### config.mk
export PLATFORM = sky130hd
export DESIGN_NAME = id_stage_top
export DESIGN_NICKNAME = d
export VERILOG_FILES = /design/src/verilog/riscv_isa_pkg.sv /design/src/verilog/id_uop_pkg.sv /design/src/verilog/id_decoder.sv /design/src/verilog/uop_queue.sv /design/src/verilog/id_execute.sv /design/src/verilog/id_stage_top.sv
export SDC_FILE = /design/constraint.sdc
export NUM_CORES = 2
export LEC_CHECK = 0
export ABC_AREA = 0
export BUFFER_PORTS_ARGS = -buffer_cell sky130_fd_sc_hd__buf_2
export CORE_ASPECT_RATIO = 0.6
export CORE_MARGIN = 4
export CORE_UTILIZATION = 45
export DETAILED_ROUTE_END_ITERATION = 16
export SLEW_MARGIN = 40
export SYNTH_ARGS = -nofsm -noshare
export SYNTH_HDL_FRONTEND = slang
export SYNTH_SLANG_ARGS = --single-unit
### constraint.sdc
create_clock -name clk_i -period 11.9 [get_ports clk_i]
set_input_delay 2.38 -clock clk_i [delete_from_list [all_inputs] [get_ports clk_i]]
set_output_delay 2.38 -clock clk_i [all_outputs]
set_load 0.05 [all_outputs]
### src/verilog/riscv_isa_pkg.sv
// RV32I ISA definitions
// Widths, major opcodes and the funct3/funct7 codes of the integer subset
`default_nettype none

package riscv_isa_pkg;

  // Data and address width
  localparam int unsigned xlen = 32;

  typedef logic [4:0]      reg_addr_t;
  typedef logic [xlen-1:0] word_t;

  // Major opcodes kept by the stage
  typedef enum logic [6:0] {
    opc_op     = 7'h33,
    opc_op_imm = 7'h13,
    opc_lui    = 7'h37,
    opc_auipc  = 7'h17,
    opc_branch = 7'h63,
    opc_jal    = 7'h6f
  } opcode_e;

  ////////////////////////////////////////
  // funct3 codes
  ////////////////////////////////////////

  // Register and immediate ALU ops
  localparam logic [2:0] f3_add_sub = 3'b000;
  localparam logic [2:0] f3_sll     = 3'b001;
  localparam logic [2:0] f3_slt     = 3'b010;
  localparam logic [2:0] f3_sltu    = 3'b011;
  localparam logic [2:0] f3_xor     = 3'b100;
  localparam logic [2:0] f3_srl_sra = 3'b101;
  localparam logic [2:0] f3_or      = 3'b110;
  localparam logic [2:0] f3_and     = 3'b111;

  // Conditional branches
  localparam logic [2:0] f3_beq  = 3'b000;
  localparam logic [2:0] f3_bne  = 3'b001;
  localparam logic [2:0] f3_blt  = 3'b100;
  localparam logic [2:0] f3_bge  = 3'b101;
  localparam logic [2:0] f3_bltu = 3'b110;
  localparam logic [2:0] f3_bgeu = 3'b111;

  // funct7: base ops, and the alternate form selecting sub and sra
  localparam logic [6:0] f7_base = 7'b000_0000;
  localparam logic [6:0] f7_alt  = 7'b010_0000;

endpackage

`default_nettype wire

### src/verilog/id_uop_pkg.sv
// Micro-op definitions for the decode/execute stage
// ALU operators, operand selects and the queued micro-op
`default_nettype none

package id_uop_pkg;

  // ALU operation, arithmetic first and compares last
  typedef enum logic [3:0] {
    alu_add,
    alu_sub,
    alu_sll,
    alu_srl,
    alu_sra,
    alu_slt,
    alu_sltu,
    alu_xor,
    alu_or,
    alu_and,
    alu_eq,
    alu_ne,
    alu_lt,
    alu_ge,
    alu_ltu,
    alu_geu
  } alu_op_e;

  // Operand A source
  typedef enum logic {
    op_a_reg,
    op_a_pc
  } op_a_sel_e;

  // Operand B source
  typedef enum logic {
    op_b_reg,
    op_b_imm
  } op_b_sel_e;

  // One decoded instruction as it sits in the queue
  typedef struct packed {
    alu_op_e                  alu_op;
    op_a_sel_e                op_a_sel;
    op_b_sel_e                op_b_sel;
    riscv_isa_pkg::word_t     imm;
    riscv_isa_pkg::word_t     pc;
    riscv_isa_pkg::reg_addr_t rs1;
    riscv_isa_pkg::reg_addr_t rs2;
    riscv_isa_pkg::reg_addr_t rd;
    logic                     rf_we;
    logic                     is_branch;
    logic                     is_jump;
    logic                     illegal;
  } uop_t;

  // Queue depth unless the top level says otherwise
  localparam int unsigned default_queue_depth = 4;

endpackage

`default_nettype wire

### src/verilog/id_decoder.sv
// RV32I instruction decoder
// Turns instruction and PC into a registered micro-op and pushes it to the
// queue, spending one credit per push
`timescale 1ns/1ps
`default_nettype none

module id_decoder #(
  parameter int unsigned DEPTH = 4
) (
  input  logic                 clk_i,
  input  logic                 rst_ni,
  input  logic                 instr_valid_i,
  input  riscv_isa_pkg::word_t instr_rdata_i,
  input  riscv_isa_pkg::word_t pc_i,
  input  logic                 credit_i,
  output logic                 instr_ready_o,
  output logic                 push_o,
  output id_uop_pkg::uop_t     push_uop_o
);

  localparam int unsigned cnt_w = $clog2(DEPTH + 1);

  logic [cnt_w-1:0]     credit_cnt_q;
  logic                 push_q;
  id_uop_pkg::uop_t     uop_q;
  id_uop_pkg::uop_t     uop_d;
  logic                 dec_illegal;
  logic                 accept;
  logic [2:0]           funct3;
  logic [6:0]           funct7;
  riscv_isa_pkg::word_t imm_i, imm_s, imm_b, imm_u, imm_j;

  // funct3 to ALU op for the base (funct7 = 0) register and immediate forms
  function automatic id_uop_pkg::alu_op_e base_alu_op(input logic [2:0] f3);
    case (f3)
      riscv_isa_pkg::f3_sll:     return id_uop_pkg::alu_sll;
      riscv_isa_pkg::f3_slt:     return id_uop_pkg::alu_slt;
      riscv_isa_pkg::f3_sltu:    return id_uop_pkg::alu_sltu;
      riscv_isa_pkg::f3_xor:     return id_uop_pkg::alu_xor;
      riscv_isa_pkg::f3_srl_sra: return id_uop_pkg::alu_srl;
      riscv_isa_pkg::f3_or:      return id_uop_pkg::alu_or;
      riscv_isa_pkg::f3_and:     return id_uop_pkg::alu_and;
      default:                   return id_uop_pkg::alu_add;
    endcase
  endfunction

  assign funct3 = instr_rdata_i[14:12];
  assign funct7 = instr_rdata_i[31:25];

  ////////////////////////////////////////
  // Immediates, all sign extended
  ////////////////////////////////////////
  assign imm_i = {{20{instr_rdata_i[31]}}, instr_rdata_i[31:20]};
  assign imm_s = {{20{instr_rdata_i[31]}}, instr_rdata_i[31:25], instr_rdata_i[11:7]};
  assign imm_b = {{19{instr_rdata_i[31]}}, instr_rdata_i[31], instr_rdata_i[7],
                  instr_rdata_i[30:25], instr_rdata_i[11:8], 1'b0};
  assign imm_u = {instr_rdata_i[31:12], 12'b0};
  assign imm_j = {{11{instr_rdata_i[31]}}, instr_rdata_i[31], instr_rdata_i[19:12],
                  instr_rdata_i[20], instr_rdata_i[30:21], 1'b0};

  ////////////////////////////////////////
  // Opcode decode
  ////////////////////////////////////////
  always_comb begin
    uop_d          = '0;
    uop_d.pc       = pc_i;
    uop_d.rs1      = instr_rdata_i[19:15];
    uop_d.rs2      = instr_rdata_i[24:20];
    uop_d.rd       = instr_rdata_i[11:7];
    uop_d.alu_op   = id_uop_pkg::alu_add;
    uop_d.op_a_sel = id_uop_pkg::op_a_reg;
    uop_d.op_b_sel = id_uop_pkg::op_b_reg;
    // Opcodes outside the subset take the S layout
    uop_d.imm      = imm_s;
    dec_illegal    = 1'b0;

    case (riscv_isa_pkg::opcode_e'(instr_rdata_i[6:0]))
      riscv_isa_pkg::opc_op: begin
        uop_d.rf_we = 1'b1;
        if (funct7 == riscv_isa_pkg::f7_base) begin
          uop_d.alu_op = base_alu_op(funct3);
        end else if (funct7 == riscv_isa_pkg::f7_alt && funct3 == riscv_isa_pkg::f3_add_sub) begin
          uop_d.alu_op = id_uop_pkg::alu_sub;
        end else if (funct7 == riscv_isa_pkg::f7_alt && funct3 == riscv_isa_pkg::f3_srl_sra) begin
          uop_d.alu_op = id_uop_pkg::alu_sra;
        end else begin
          dec_illegal = 1'b1;
        end
      end
      riscv_isa_pkg::opc_op_imm: begin
        uop_d.rf_we    = 1'b1;
        uop_d.op_b_sel = id_uop_pkg::op_b_imm;
        uop_d.imm      = imm_i;
        uop_d.alu_op   = base_alu_op(funct3);
        // Shift amounts live in imm[4:0], upper bits pick the shift kind
        if (funct3 == riscv_isa_pkg::f3_sll) begin
          dec_illegal = (funct7 != riscv_isa_pkg::f7_base);
        end else if (funct3 == riscv_isa_pkg::f3_srl_sra) begin
          if (funct7 == riscv_isa_pkg::f7_alt) begin
            uop_d.alu_op = id_uop_pkg::alu_sra;
          end else if (funct7 != riscv_isa_pkg::f7_base) begin
            dec_illegal = 1'b1;
          end
        end
      end
      riscv_isa_pkg::opc_lui: begin
        // x0 as operand A turns the add into a plain immediate load
        uop_d.rf_we    = 1'b1;
        uop_d.rs1      = '0;
        uop_d.op_b_sel = id_uop_pkg::op_b_imm;
        uop_d.imm      = imm_u;
      end
      riscv_isa_pkg::opc_auipc: begin
        uop_d.rf_we    = 1'b1;
        uop_d.op_a_sel = id_uop_pkg::op_a_pc;
        uop_d.op_b_sel = id_uop_pkg::op_b_imm;
        uop_d.imm      = imm_u;
      end
      riscv_isa_pkg::opc_branch: begin
        uop_d.is_branch = 1'b1;
        uop_d.imm       = imm_b;
        case (funct3)
          riscv_isa_pkg::f3_beq:  uop_d.alu_op = id_uop_pkg::alu_eq;
          riscv_isa_pkg::f3_bne:  uop_d.alu_op = id_uop_pkg::alu_ne;
          riscv_isa_pkg::f3_blt:  uop_d.alu_op = id_uop_pkg::alu_lt;
          riscv_isa_pkg::f3_bge:  uop_d.alu_op = id_uop_pkg::alu_ge;
          riscv_isa_pkg::f3_bltu: uop_d.alu_op = id_uop_pkg::alu_ltu;
          riscv_isa_pkg::f3_bgeu: uop_d.alu_op = id_uop_pkg::alu_geu;
          default:                dec_illegal  = 1'b1;
        endcase
      end
      riscv_isa_pkg::opc_jal: begin
        // ALU forms the target, rd gets PC plus 4 in execute
        uop_d.rf_we    = 1'b1;
        uop_d.is_jump  = 1'b1;
        uop_d.op_a_sel = id_uop_pkg::op_a_pc;
        uop_d.op_b_sel = id_uop_pkg::op_b_imm;
        uop_d.imm      = imm_j;
      end
      default: dec_illegal = 1'b1;
    endcase

    // Illegal ops must not write or redirect
    if (dec_illegal) begin
      uop_d.rf_we     = 1'b0;
      uop_d.is_branch = 1'b0;
      uop_d.is_jump   = 1'b0;
    end
    uop_d.illegal = dec_illegal;
  end

  ////////////////////////////////////////
  // Credits and output register
  ////////////////////////////////////////

  // Ready needs a credit beyond the one owed by the micro-op in the register
  assign instr_ready_o = credit_cnt_q > cnt_w'(push_q);
  assign accept        = instr_valid_i & instr_ready_o;

  always_ff @(posedge clk_i or negedge rst_ni) begin
    if (!rst_ni) begin
      credit_cnt_q <= cnt_w'(DEPTH);
      push_q       <= 1'b0;
    end else begin
      // Spend on push, refill on return, both may hit in one cycle
      credit_cnt_q <= credit_cnt_q - cnt_w'(push_q) + cnt_w'(credit_i);
      push_q       <= accept;
    end
  end

  always_ff @(posedge clk_i) begin
    if (accept) begin
      uop_q <= uop_d;
    end
  end

  assign push_o     = push_q;
  assign push_uop_o = uop_q;

endmodule

`default_nettype wire

### src/verilog/uop_queue.sv
// Micro-op FIFO between decoder and execute
// Circular buffer with one credit returned to the decoder per pop
`timescale 1ns/1ps
`default_nettype none

module uop_queue #(
  parameter int unsigned DEPTH = 4
) (
  input  logic             clk_i,
  input  logic             rst_ni,
  input  logic             push_i,
  input  id_uop_pkg::uop_t push_uop_i,
  input  logic             pop_i,
  output logic             uop_valid_o,
  output id_uop_pkg::uop_t uop_o,
  output logic             credit_o
);

  localparam int unsigned ptr_w = (DEPTH > 1) ? $clog2(DEPTH) : 1;
  localparam int unsigned cnt_w = $clog2(DEPTH + 1);

  id_uop_pkg::uop_t mem_q [DEPTH];
  logic [ptr_w-1:0] wr_ptr_q;
  logic [ptr_w-1:0] rd_ptr_q;
  logic [cnt_w-1:0] count_q;
  logic             credit_q;

  // Pointer step, wraps for depths that are not a power of two
  function automatic logic [ptr_w-1:0] ptr_inc(input logic [ptr_w-1:0] ptr);
    return (ptr == ptr_w'(DEPTH - 1)) ? '0 : ptr + 1'b1;
  endfunction

  // Storage, no full check since the producer only pushes on credit
  always_ff @(posedge clk_i) begin
    if (push_i) begin
      mem_q[wr_ptr_q] <= push_uop_i;
    end
  end

  always_ff @(posedge clk_i or negedge rst_ni) begin
    if (!rst_ni) begin
      wr_ptr_q <= '0;
      rd_ptr_q <= '0;
      count_q  <= '0;
      credit_q <= 1'b0;
    end else begin
      if (push_i) begin
        wr_ptr_q <= ptr_inc(wr_ptr_q);
      end
      if (pop_i) begin
        rd_ptr_q <= ptr_inc(rd_ptr_q);
      end
      count_q  <= count_q + cnt_w'(push_i) - cnt_w'(pop_i);
      // One-cycle credit per popped slot
      credit_q <= pop_i;
    end
  end

  assign uop_valid_o = count_q != '0;
  assign uop_o       = mem_q[rd_ptr_q];
  assign credit_o    = credit_q;

endmodule

`default_nettype wire

### src/verilog/id_execute.sv
// Execute block of the decode/execute stage
// Register file, operand muxes, ALU and branch/jump resolution; taken
// branches hold for a second cycle before the redirect
`timescale 1ns/1ps
`default_nettype none

module id_execute (
  input  logic                     clk_i,
  input  logic                     rst_ni,
  input  logic                     uop_valid_i,
  input  id_uop_pkg::uop_t         uop_i,
  output logic                     pop_o,
  output logic                     rf_we_o,
  output riscv_isa_pkg::reg_addr_t rf_waddr_o,
  output riscv_isa_pkg::word_t     rf_wdata_o,
  output logic                     pc_set_o,
  output riscv_isa_pkg::word_t     pc_target_o,
  output logic                     illegal_insn_o
);

  typedef enum logic {
    first_cycle,
    branch_cycle
  } ex_state_e;

  ex_state_e            state_q, state_d;
  riscv_isa_pkg::word_t rf_q [31:1];
  riscv_isa_pkg::word_t rs1_data, rs2_data;
  riscv_isa_pkg::word_t op_a, op_b;
  riscv_isa_pkg::word_t alu_result;
  riscv_isa_pkg::word_t wr_data;
  id_uop_pkg::alu_op_e  alu_op;
  logic                 cmp_result;
  logic                 in_branch_cycle;
  logic                 branch_hold;
  logic                 rf_wr_en;
  logic                 rf_we_q, pc_set_q, illegal_q;

  ////////////////////////////////////////
  // Register file and operand muxes
  ////////////////////////////////////////

  // x0 reads as zero and is never stored
  assign rs1_data = (uop_i.rs1 == '0) ? '0 : rf_q[uop_i.rs1];
  assign rs2_data = (uop_i.rs2 == '0) ? '0 : rf_q[uop_i.rs2];

  // Second branch cycle reuses the ALU for PC plus B-immediate
  assign in_branch_cycle = state_q == branch_cycle;
  assign op_a   = (in_branch_cycle || uop_i.op_a_sel == id_uop_pkg::op_a_pc) ?
                  uop_i.pc : rs1_data;
  assign op_b   = (in_branch_cycle || uop_i.op_b_sel == id_uop_pkg::op_b_imm) ?
                  uop_i.imm : rs2_data;
  assign alu_op = in_branch_cycle ? id_uop_pkg::alu_add : uop_i.alu_op;

  ////////////////////////////////////////
  // ALU and compare
  ////////////////////////////////////////
  always_comb begin
    alu_result = '0;
    cmp_result = 1'b0;
    case (alu_op)
      id_uop_pkg::alu_add:  alu_result = op_a + op_b;
      id_uop_pkg::alu_sub:  alu_result = op_a - op_b;
      id_uop_pkg::alu_sll:  alu_result = op_a << op_b[4:0];
      id_uop_pkg::alu_srl:  alu_result = op_a >> op_b[4:0];
      id_uop_pkg::alu_sra:  alu_result = $unsigned($signed(op_a) >>> op_b[4:0]);
      id_uop_pkg::alu_slt:  alu_result = {31'b0, $signed(op_a) < $signed(op_b)};
      id_uop_pkg::alu_sltu: alu_result = {31'b0, op_a < op_b};
      id_uop_pkg::alu_xor:  alu_result = op_a ^ op_b;
      id_uop_pkg::alu_or:   alu_result = op_a | op_b;
      id_uop_pkg::alu_and:  alu_result = op_a & op_b;
      // Branch compares only set the decision
      id_uop_pkg::alu_eq:   cmp_result = op_a == op_b;
      id_uop_pkg::alu_ne:   cmp_result = op_a != op_b;
      id_uop_pkg::alu_lt:   cmp_result = $signed(op_a) < $signed(op_b);
      id_uop_pkg::alu_ge:   cmp_result = $signed(op_a) >= $signed(op_b);
      id_uop_pkg::alu_ltu:  cmp_result = op_a < op_b;
      id_uop_pkg::alu_geu:  cmp_result = op_a >= op_b;
      default:              alu_result = '0;
    endcase
  end

  ////////////////////////////////////////
  // Branch FSM and pop
  ////////////////////////////////////////

  // Taken branch stays in the queue head for one more cycle
  assign branch_hold = uop_valid_i & ~in_branch_cycle & uop_i.is_branch & cmp_result;
  assign pop_o       = uop_valid_i & ~branch_hold;

  always_comb begin
    state_d = state_q;
    case (state_q)
      first_cycle:  if (branch_hold) state_d = branch_cycle;
      branch_cycle: if (pop_o) state_d = first_cycle;
      default:      state_d = first_cycle;
    endcase
  end

  // State register doubles as the flopped compare result
  always_ff @(posedge clk_i or negedge rst_ni) begin
    if (!rst_ni) begin
      state_q <= first_cycle;
    end else begin
      state_q <= state_d;
    end
  end

  ////////////////////////////////////////
  // Write-back and result outputs
  ////////////////////////////////////////

  // Jumps link PC plus 4, everything else writes the ALU result
  assign wr_data  = uop_i.is_jump ? uop_i.pc + 32'd4 : alu_result;
  assign rf_wr_en = pop_o & uop_i.rf_we;

  always_ff @(posedge clk_i) begin
    if (rf_wr_en && uop_i.rd != '0) begin
      rf_q[uop_i.rd] <= wr_data;
    end
  end

  always_ff @(posedge clk_i or negedge rst_ni) begin
    if (!rst_ni) begin
      rf_we_q   <= 1'b0;
      pc_set_q  <= 1'b0;
      illegal_q <= 1'b0;
    end else begin
      rf_we_q   <= rf_wr_en;
      pc_set_q  <= pop_o & (uop_i.is_jump | in_branch_cycle);
      illegal_q <= pop_o & uop_i.illegal;
    end
  end

  // Payload of the reported event, only meaningful with its strobe
  always_ff @(posedge clk_i) begin
    if (pop_o) begin
      rf_waddr_o  <= uop_i.rd;
      rf_wdata_o  <= wr_data;
      pc_target_o <= alu_result;
    end
  end

  assign rf_we_o        = rf_we_q;
  assign pc_set_o       = pc_set_q;
  assign illegal_insn_o = illegal_q;

endmodule

`default_nettype wire

### src/verilog/id_stage_top.sv
// Trace-driven RV32I decode/execute stage
// Decoder feeds a credit-controlled micro-op queue, which feeds execute
`timescale 1ns/1ps
`default_nettype none

module id_stage_top #(
  parameter int unsigned DEPTH = id_uop_pkg::default_queue_depth
) (
  input  logic                     clk_i,
  input  logic                     rst_ni,
  input  logic                     instr_valid_i,
  input  riscv_isa_pkg::word_t     instr_rdata_i,
  input  riscv_isa_pkg::word_t     pc_i,
  output logic                     instr_ready_o,
  output logic                     rf_we_o,
  output riscv_isa_pkg::reg_addr_t rf_waddr_o,
  output riscv_isa_pkg::word_t     rf_wdata_o,
  output logic                     pc_set_o,
  output riscv_isa_pkg::word_t     pc_target_o,
  output logic                     illegal_insn_o
);

  // Decoder to queue
  logic             push;
  id_uop_pkg::uop_t push_uop;
  logic             credit;

  // Queue to execute
  logic             uop_valid;
  id_uop_pkg::uop_t uop;
  logic             pop;

  id_decoder #(
    .DEPTH(DEPTH)
  ) i_decoder (
    .clk_i        (clk_i),
    .rst_ni       (rst_ni),
    .instr_valid_i(instr_valid_i),
    .instr_rdata_i(instr_rdata_i),
    .pc_i         (pc_i),
    .credit_i     (credit),
    .instr_ready_o(instr_ready_o),
    .push_o       (push),
    .push_uop_o   (push_uop)
  );

  uop_queue #(
    .DEPTH(DEPTH)
  ) i_queue (
    .clk_i      (clk_i),
    .rst_ni     (rst_ni),
    .push_i     (push),
    .push_uop_i (push_uop),
    .pop_i      (pop),
    .uop_valid_o(uop_valid),
    .uop_o      (uop),
    .credit_o   (credit)
  );

  id_execute i_execute (
    .clk_i         (clk_i),
    .rst_ni        (rst_ni),
    .uop_valid_i   (uop_valid),
    .uop_i         (uop),
    .pop_o         (pop),
    .rf_we_o       (rf_we_o),
    .rf_waddr_o    (rf_waddr_o),
    .rf_wdata_o    (rf_wdata_o),
    .pc_set_o      (pc_set_o),
    .pc_target_o   (pc_target_o),
    .illegal_insn_o(illegal_insn_o)
  );

endmodule

`default_nettype wire

Word level (Yosys, flattened, before mapping)
Memory sizes are Yosys's and may differ from the RTL's.
Cells that the tools add are included.
{"block": "totals", "reg_bits": 174, "mem_bits_rw": 1348, "in_bits": 67, "word_cells": 151, "n_memories": 2}
{"block": "classes", "add_sub_neg": 9, "order_cmp": 5, "eq_ne": 33, "n_shift": 3, "mux": 41, "bitwise": 14, "n_reduce_logical": 19}
{"name": "i_execute.rf_q", "depth": 31, "word_bits": 32, "rd": 2, "rd_ports_with_merged_regs": 0, "write_ports": 1, "line_no": "id_execute.sv:27", "text": "riscv_isa_pkg::word_t rf_q [31:1];"}
{"name": "i_queue.mem_q", "depth": 4, "word_bits": 89, "rd": 1, "rd_ports_with_merged_regs": 0, "write_ports": 1, "line_no": "uop_queue.sv:22", "text": "id_uop_pkg::uop_t mem_q [DEPTH];"}
{"op": "case mux 32 bit (10 select lines)", "n": 1}
{"op": "2-to-1 mux 32 bit", "n": 5}
{"op": "case mux 31 bit (4 select lines)", "n": 1}
{"op": "greater-or-equal comparator 32 bit", "n": 2}
{"op": "< comparator 32 bit", "n": 2}
{"op": "adder 32 x 3 -> 32 bit (second input constant)", "n": 1}
{"op": "adder 32 bit", "n": 1}
{"op": "AND 32 bit", "n": 1}
{"op": "equality test 32 bit", "n": 1}
{"op": "equality test 4 bit (second input constant)", "n": 8}
{"op": "inequality test 32 bit", "n": 1}
{"op": "bitwise OR 32 bit", "n": 1}
{"op": "left shift 32 x 5 -> 32 bit", "n": 1}
{"op": "right shift 32 x 5 -> 32 bit", "n": 1}
{"op": ">>> shifter 32 x 5 -> 32 bit", "n": 1}
{"op": "subtractor 32 bit", "n": 1}
{"op": "bitwise XOR 32 bit", "n": 1}
{"op": "case mux 4 bit (7 select lines)", "n": 1}
{"op": "2-to-1 mux 4 bit", "n": 6}
{"op": "case mux 4 bit (6 select lines)", "n": 1}
{"op": "equality test 7 x 6 -> 1 bit (second input constant)", "n": 3}
{"op": "2-to-1 mux 1 bit", "n": 19}
{"op": "equality test 4 x 3 -> 1 bit (second input constant)", "n": 4}
{"op": "equality test 7 x 5 -> 1 bit (second input constant)", "n": 2}
{"op": "34 further kinds", "n": 58}

Depth between registers and ports, before layout
An unclocked memory read counts as a cell.
{"block": "depth", "ltp_word": 13, "depth_mapped": 35, "depth_no_buf": 28}

Modules after synthesis
Synthesis repeated with hierarchy kept, for this count alone.
{"block": "unflattened", "hier_cells": 5322, "hier_area_um2": 77180.3}
{"module": "id_execute", "instances": 1, "cells_per_inst": 4590, "area_each_um2": 60117.7}
{"module": "uop_queue", "instances": 1, "cells_per_inst": 501, "area_each_um2": 13362.8}
{"module": "id_decoder", "instances": 1, "cells_per_inst": 231, "area_each_um2": 3699.8}

Least setup slack after synthesis
OpenSTA, ideal clock, no wires.
{"block": "synth_path", "kind": "register to register", "from": "reg i_queue.rd_ptr_q[0]", "to": "mem i_execute.rf_q[29][0] (netlist name), enable pin", "setup_time_ns": 0.421, "arrival_ns": 12.084, "required_time_ns": 11.479, "path_slack_ns": -0.605, "path_stages_with_launch": 28, "period_less_slack_ns": 12.505, "cell_sequence": "dfrtp_1 buf_6 mux4_2 buf_4 buf_6 buf_2 buf_4 buf_1 buf_2 mux4_2 nand2_1 nand3_1 a31oi_1 o21ai_0 ha_1 clkbuf_1 or3_1 or3_1 nor2_1 o211ai_1 a31oi_1 o21bai_1 a21oi_1 nor2_1 o211a_1 a21oi_1 nand3_1 nor2_1"}
{"block": "synth_between", "elab_chain_cells": 13, "word_cells_on_any_way": 33, "cone_classes": "order compare: 4; eq/ne: 8; mux: 8; bitwise: 5; reduce/logical: 6; memory: 2"}
{"item": "from (decl)", "line_no": "uop_queue.sv:24", "text": "logic [ptr_w-1:0] rd_ptr_q;"}
{"item": "from (signal assigned)", "line_no": "uop_queue.sv:51", "text": "rd_ptr_q <= ptr_inc(rd_ptr_q);"}
{"item": "memory read (4 x 89 bit) *"}
{"item": "memory read (31 x 32 bit), or another cell as far along"}
{"item": "2-to-1 mux 32 bit (on tied branches)", "line_no": "id_execute.sv:44, id_execute.sv:45"}
{"item": "2-to-1 mux 32 bit (on tied branches)", "line_no": "id_execute.sv:49, id_execute.sv:51"}
{"item": "greater-or-equal comparator 32 bit, or another cell as far along", "line_no": "id_execute.sv:78", "text": "id_uop_pkg::alu_geu: cmp_result = op_a >= op_b;"}
{"item": "case mux 1 bit (6 select lines)", "line_no": "id_execute.sv:61", "text": "case (alu_op)"}
{"item": "AND 1 bit *", "line_no": "id_execute.sv:88", "text": "assign branch_hold = uop_valid_i & ~in_branch_cycle & uop_i.is_branch & cmp_result;"}
{"item": "inverter 1 bit *", "line_no": "id_execute.sv:89", "text": "assign pop_o = uop_valid_i & ~branch_hold;"}
{"item": "AND 1 bit *", "line_no": "id_execute.sv:89"}
{"item": "named net i_execute.pop_o", "line_no": "id_execute.sv:12", "text": "output logic pop_o,"}
{"item": "AND 1 bit *", "line_no": "id_execute.sv:115", "text": "assign rf_wr_en = pop_o & uop_i.rf_we;"}
{"item": "logical AND 1 bit *", "line_no": "id_execute.sv:118", "text": "if (rf_wr_en && uop_i.rd != '0) begin"}
{"item": "2-to-1 mux 1 bit *", "line_no": "id_execute.sv:118"}
{"item": "2-to-1 mux 1 bit (not written as such) *", "line_no": "id_execute.sv:119", "text": "rf_q[uop_i.rd] <= wr_data;"}
{"item": "to (decl)", "line_no": "id_execute.sv:27"}
Mark *: on every way through the listed nets, which the timed path passes. The rest lies on a longest branch.

Final worst setup path
{"block": "layout_path", "from": "reg i_queue.rd_ptr_q[1]", "to": "mem i_execute.rf_q[15][24] (netlist name), enable pin"}
The elaborated chain is that of the path after synthesis.

==> metrics.txt <==
# TYPE chip_impl_metric gauge
chip_impl_metric{name="dp_worst_setup_slack",unit="ns"} 2.18
chip_impl_metric{name="synth_enable_flop_cells",unit=""} 1506
chip_impl_metric{name="first_pass_grt_wire_length",unit="um"} 407000
chip_impl_info{name="rr_endpoint",value="i_execute.rf_q[15][24]"} 1
chip_impl_metric{name="cts_setup_buffers",unit=""} 0
chip_impl_metric{name="initial_utilization",unit="%"} 45.3
chip_impl_metric{name="worst_slack",unit="ns"} 1.76
chip_impl_metric{name="finalWeightedCongestion",unit=""} 1.05
chip_impl_info{name="path_class",value="reg2reg"} 1
chip_impl_metric{name="slew-limit-headroom",unit="%"} 31.0
chip_impl_metric{name="clockBufferDepth",unit=""} 4
chip_impl_metric{name="required",unit="ns"} 12.30
chip_impl_metric{name="yosysWarningCount",unit=""} 0
chip_impl_metric{name="power_per_cell_area",unit="mW/mm2"} 124
chip_impl_info{name="yosys_most_used_dff",value="sky130_fd_sc_hd__edfxtp_1"} 1
chip_impl_metric{name="comb_power_share",unit="%"} 0.3
chip_impl_info{name="synth_area_leaders",value="sky130_fd_sc_hd__edfxtp_1 59%, sky130_fd_sc_hd__mux4_2 10%, sky130_fd_sc_hd__mux2i_1 6.7%, sky130_fd_sc_hd__nand2_1 3.4%, sky130_fd_sc_hd__ha_1 1.9%"} 1
chip_impl_metric{name="grt_antenna_before_repair",unit=""} 10
chip_impl_metric{name="crit_path_max_fanout",unit=""} 50
chip_impl_metric{name="num-nets-final",unit=""} 5917
chip_impl_metric{name="clkPwrFrac",unit="%"} 44.9
chip_impl_metric{name="async_reset_ff_share",unit="%"} 1.05
chip_impl_metric{name="clock_latency",unit="ns"} 0.83
chip_impl_metric{name="routed-via-count",unit=""} 54100
chip_impl_metric{name="post-synth-top-area-fraction",unit="%"} 58.9
chip_impl_metric{name="place_area",unit="mm2"} 0.0809
chip_impl_metric{name="worst-slew-pin-transition",unit="ns"} 1.03
chip_impl_metric{name="number_of_pins_with_negative_max_slew_slack_in_the_final_report",unit=""} 0
chip_impl_metric{name="skew",unit="ns"} 0.0679
chip_impl_metric{name="first_pass_iters",unit=""} 6
chip_impl_metric{name="detail_route.drc_violations",unit=""} 0
chip_impl_metric{name="hold-path-cell-count",unit=""} 0
chip_impl_metric{name="report.final.hold_viol_count",unit=""} 0
chip_impl_metric{name="final_core_util",unit="%"} 50.6
chip_impl_metric{name="drive_gt1_share",unit="%"} 18.9
chip_impl_metric{name="postSynthRegisterBits",unit=""} 1522
chip_impl_metric{name="power.ir.vdd_worst",unit="V"} 0.0000993
chip_impl_metric{name="numPortBuffers",unit=""} 139
chip_impl_metric{name="core_area",unit="mm2"} 0.170
chip_impl_metric{name="synth_cell_types",unit=""} 102
chip_impl_metric{name="grt_usage",unit="%"} 32.5
chip_impl_info{name="worst_hold_startpoint",value="i_decoder.push_uop_o[46]"} 1
chip_impl_metric{name="finish.cell_count_without_fillers",unit=""} 8099
chip_impl_metric{name="die_area",unit="mm2"} 0.177
chip_impl_metric{name="dp_hpwl",unit="um"} 204000
chip_impl_metric{name="syn_avg_cell_area",unit="um2"} 13.7
chip_impl_info{name="crit_path_end_kind",value="flip-flop"} 1
chip_impl_metric{name="switching_share",unit="%"} 19.8
chip_impl_metric{name="stdcell_area",unit="mm2"} 0.0858
chip_impl_metric{name="grt_max_degree",unit=""} 96
chip_impl_metric{name="final_min_period_over_clock_period",unit="%"} 85.2
chip_impl_metric{name="floorplan.die.height",unit="um"} 328
chip_impl_metric{name="p_int",unit="mW"} 8.50
chip_impl_metric{name="top_level_ports",unit=""} 140
chip_impl_metric{name="ys_seq_area_share",unit="%"} 59.4
chip_impl_metric{name="placedCellCount",unit=""} 7836
chip_impl_metric{name="die-width",unit="um"} 541
chip_impl_info{name="start_kind",value="flip-flop"} 1
chip_impl_metric{name="rows",unit=""} 117
chip_impl_metric{name="route.antenna.remaining_nets",unit=""} 0
chip_impl_metric{name="timing.reg2reg.setup_slack",unit="ns"} 1.76
chip_impl_metric{name="totalNegativeSetupSlack",unit="ns"} 0
chip_impl_metric{name="cts.sink_count",unit=""} 1522
chip_impl_metric{name="netSwitchingPower",unit="mW"} 2.10
chip_impl_metric{name="fin_total_pwr",unit="mW"} 10.6
chip_impl_metric{name="cts_inserted_buffers",unit=""} 150
chip_impl_metric{name="overflow",unit=""} 0
chip_impl_metric{name="postSynthNetCount",unit=""} 5792
chip_impl_info{name="path_type_of_the_worst_min_delay_path",value="reg2reg"} 1
chip_impl_metric{name="minimum_clock_period_after_layout",unit="ns"} 10.14
chip_impl_metric{name="clock_tree.htree_level_count",unit=""} 4
chip_impl_metric{name="cellLeakagePower",unit="nW"} 29.5
chip_impl_info{name="tritoncts",value="done"} 1
chip_impl_info{name="grt_setup_unrepaired",value="no"} 1
chip_impl_info{name="run_status",value="completed"} 1
chip_impl_metric{name="achievable-frequency",unit="GHz"} 0.0986
chip_impl_metric{name="whs",unit="ns"} 0.495
chip_impl_metric{name="vias_per_cell",unit=""} 6.68
chip_impl_info{name="hold_end",value="i_queue.mem_q[0][46]"} 1
chip_impl_metric{name="seq_power_share",unit="%"} 54.7
chip_impl_metric{name="area_delta_synth_final",unit="%"} 11.8
chip_impl_metric{name="report.final.setup_viol",unit=""} 0
chip_impl_info{name="worstReg2RegStart",value="i_queue.rd_ptr_q[1]"} 1
chip_impl_metric{name="syn_inst",unit=""} 5607
chip_impl_info{name="synthDominantAreaCellType",value="sky130_fd_sc_hd__edfxtp_1"} 1
chip_impl_metric{name="via_count_of_the_first_global_routing_pass",unit=""} 50900
chip_impl_metric{name="wl_per_cell",unit="um"} 36.3
chip_impl_metric{name="arrival",unit="ns"} 10.54
chip_impl_metric{name="drt-initial-drc-count",unit=""} 8400
chip_impl_metric{name="post_route_wl",unit="um"} 294000
chip_impl_metric{name="clk_pin_slew_worst_paths",unit="ns"} 0.06
chip_impl_info{name="cts.root.buffer_cell",value="sky130_fd_sc_hd__clkbuf_16"} 1
chip_impl_metric{name="cts.repair.resized",unit=""} 0
chip_impl_metric{name="post_synth_instance_area",unit="mm2"} 0.0768
chip_impl_metric{name="worst-r2r-cell-count",unit=""} 23
chip_impl_metric{name="holdBufCountCts",unit=""} 0
chip_impl_metric{name="timing.max_cap.violations",unit=""} 0
-- synthesized netlist by cell type (all sizes together), types with 7 or more instances --
cell,number
a22oi,53
a2111oi,10
o21ai,191
nand2b,25
a21oi,238
xor2,12
o32ai,8
edfxtp,1506
mux2,30
nand4,18
mux4,342
a221oi,45
or2,25
a31oi,108
dfrtp,15
o22ai,82
o31ai,17
a21o,45
or3,15
a32oi,36
nor4,19
inv,122
o21bai,23
nor2b,13
nor3,88
xnor2,32
and2,35
nor2,317
o221ai,34
buf,191
nand2,686
ha,114
o31a,7
o21a,11
a211o,26
a211oi,59
mux2i,516
a311oi,19
clkbuf,188
nand3,154
o211ai,20
a31o,7
and3,16
-- state kept, by name, indices dropped and copies added (netlist names), 2 cells and up --
register	cells
i_queue.wr_ptr_q	2
i_execute.rf_wdata_o	32
i_queue.rd_ptr_q	2
i_queue.mem_q	356
i_execute.rf_waddr_o	5
i_execute.pc_target_o	32
i_queue.count_q	3
i_decoder.credit_cnt_q	3
i_execute.rf_q	992
i_decoder.push_uop_o	89
-- layout make-up --
cell class                      instances  area, um2
Inverter                              122        460
Clock buffer                          179       3940
Tap cell                             2261       2830
Sequential cell                      1522      45600
Fill cell                           14400      83700
Antenna cell                            4       10.0
Timing Repair Buffer                  352       2620
Clock inverter                         75        783
Multi-Input combinational cell       3584      29500
-- cell usage in the layout (no fill, tap or decap), drive strengths merged, types with 23 or more instances in the layout --
cell type  Yosys  layout
o21bai        23      23
mux2          30      30
o221ai        34      34
nand3        154     154
clkinv         0      53
ha           114     114
mux4         342     342
a211oi        59      59
nor3          88      88
a22oi         53      53
o22ai         82      82
a21o          45      45
buf          191     352
nor2         317     317
a31oi        108     108
inv          122     126
or2           25      25
mux2i        516     516
a211o         26      26
clkbuf       188     179
a21oi        238     238
nand2        686     686
and2          35      35
nand2b        25      25
o21ai        191     191
xnor2         32      32
a32oi         36      36
edfxtp      1506    1506
a221oi        45      45
-- layer usage --
layer  global-route usage (%)  wire length, um  up-vias
li1                         -                -    22200
met1                     51.0           130000    27800
met2                     40.6           110000     3651
met3                     13.2            44300      444
met4                     9.09             9610        8
met5                     1.19              425        -
-- cell families after synthesis --
kind of cell	synth area share, %
xor gates and xnor gates	0.502
AOI/OAI and AO/OA	9.83
buffers and inverters	3.01
DFF	59.4
and+or+nand+nor	8.02
adders and majority gates	1.96
muxes	17.2
-- worst max-delay path by stage --
stage,start,end,slack [ns],depth (start not counted)
after floorplan,i_queue.rd_ptr_q[0],i_execute.rf_q[29][0],1.30,27
after global placement,i_queue.rd_ptr_q[0],i_execute.rf_q[13][25],2.00,21
after detailed placement,i_queue.rd_ptr_q[1],i_execute.rf_q[13][25],2.18,23
after CTS,i_queue.rd_ptr_q[1],i_execute.rf_q[15][24],2.12,23
after global routing,i_queue.rd_ptr_q[0],i_execute.rf_q[15][24],1.54,23
final,i_queue.rd_ptr_q[1],i_execute.rf_q[15][24],1.76,23
-- power by group through the flow --
stage / combinational (mW) / sequential (mW) / clock, mW
floorplan: 0.0116 / 5.92 / 0
global placement: 0.0325 / 5.92 / 0
detailed placement: 0.0331 / 5.92 / 0
CTS: 0.0334 / 5.80 / 4.82
global route: 0.0367 / 5.80 / 5.07
finish: 0.0333 / 5.80 / 4.76
-- critical path: stages (launching register included) --
cell and delay, ns:
sky130_fd_sc_hd__dfrtp_4 0.86, sky130_fd_sc_hd__mux4_4 1.00, sky130_fd_sc_hd__and2_1 0.54, sky130_fd_sc_hd__nand2b_2 0.57, sky130_fd_sc_hd__buf_4 0.39, sky130_fd_sc_hd__a21oi_1 0.16, sky130_fd_sc_hd__nor3_1 0.10, sky130_fd_sc_hd__a32oi_1 0.77
sky130_fd_sc_hd__ha_1 0.31, sky130_fd_sc_hd__inv_1 0.07, sky130_fd_sc_hd__fa_1 0.46, sky130_fd_sc_hd__nor2b_1 0.15, sky130_fd_sc_hd__o21ai_0 0.20, sky130_fd_sc_hd__a21oi_1 0.18, sky130_fd_sc_hd__o211ai_1 0.42, sky130_fd_sc_hd__a31oi_1 0.14
sky130_fd_sc_hd__o21bai_1 0.38, sky130_fd_sc_hd__a21oi_1 0.32, sky130_fd_sc_hd__o41ai_1 0.40, sky130_fd_sc_hd__nand2_1 0.17, sky130_fd_sc_hd__a21oi_4 0.38, sky130_fd_sc_hd__nand3b_1 0.63, sky130_fd_sc_hd__nor2_4 0.47, sky130_fd_sc_hd__buf_4 0.56
Note: power is estimated with default switching activity, not from simulation.
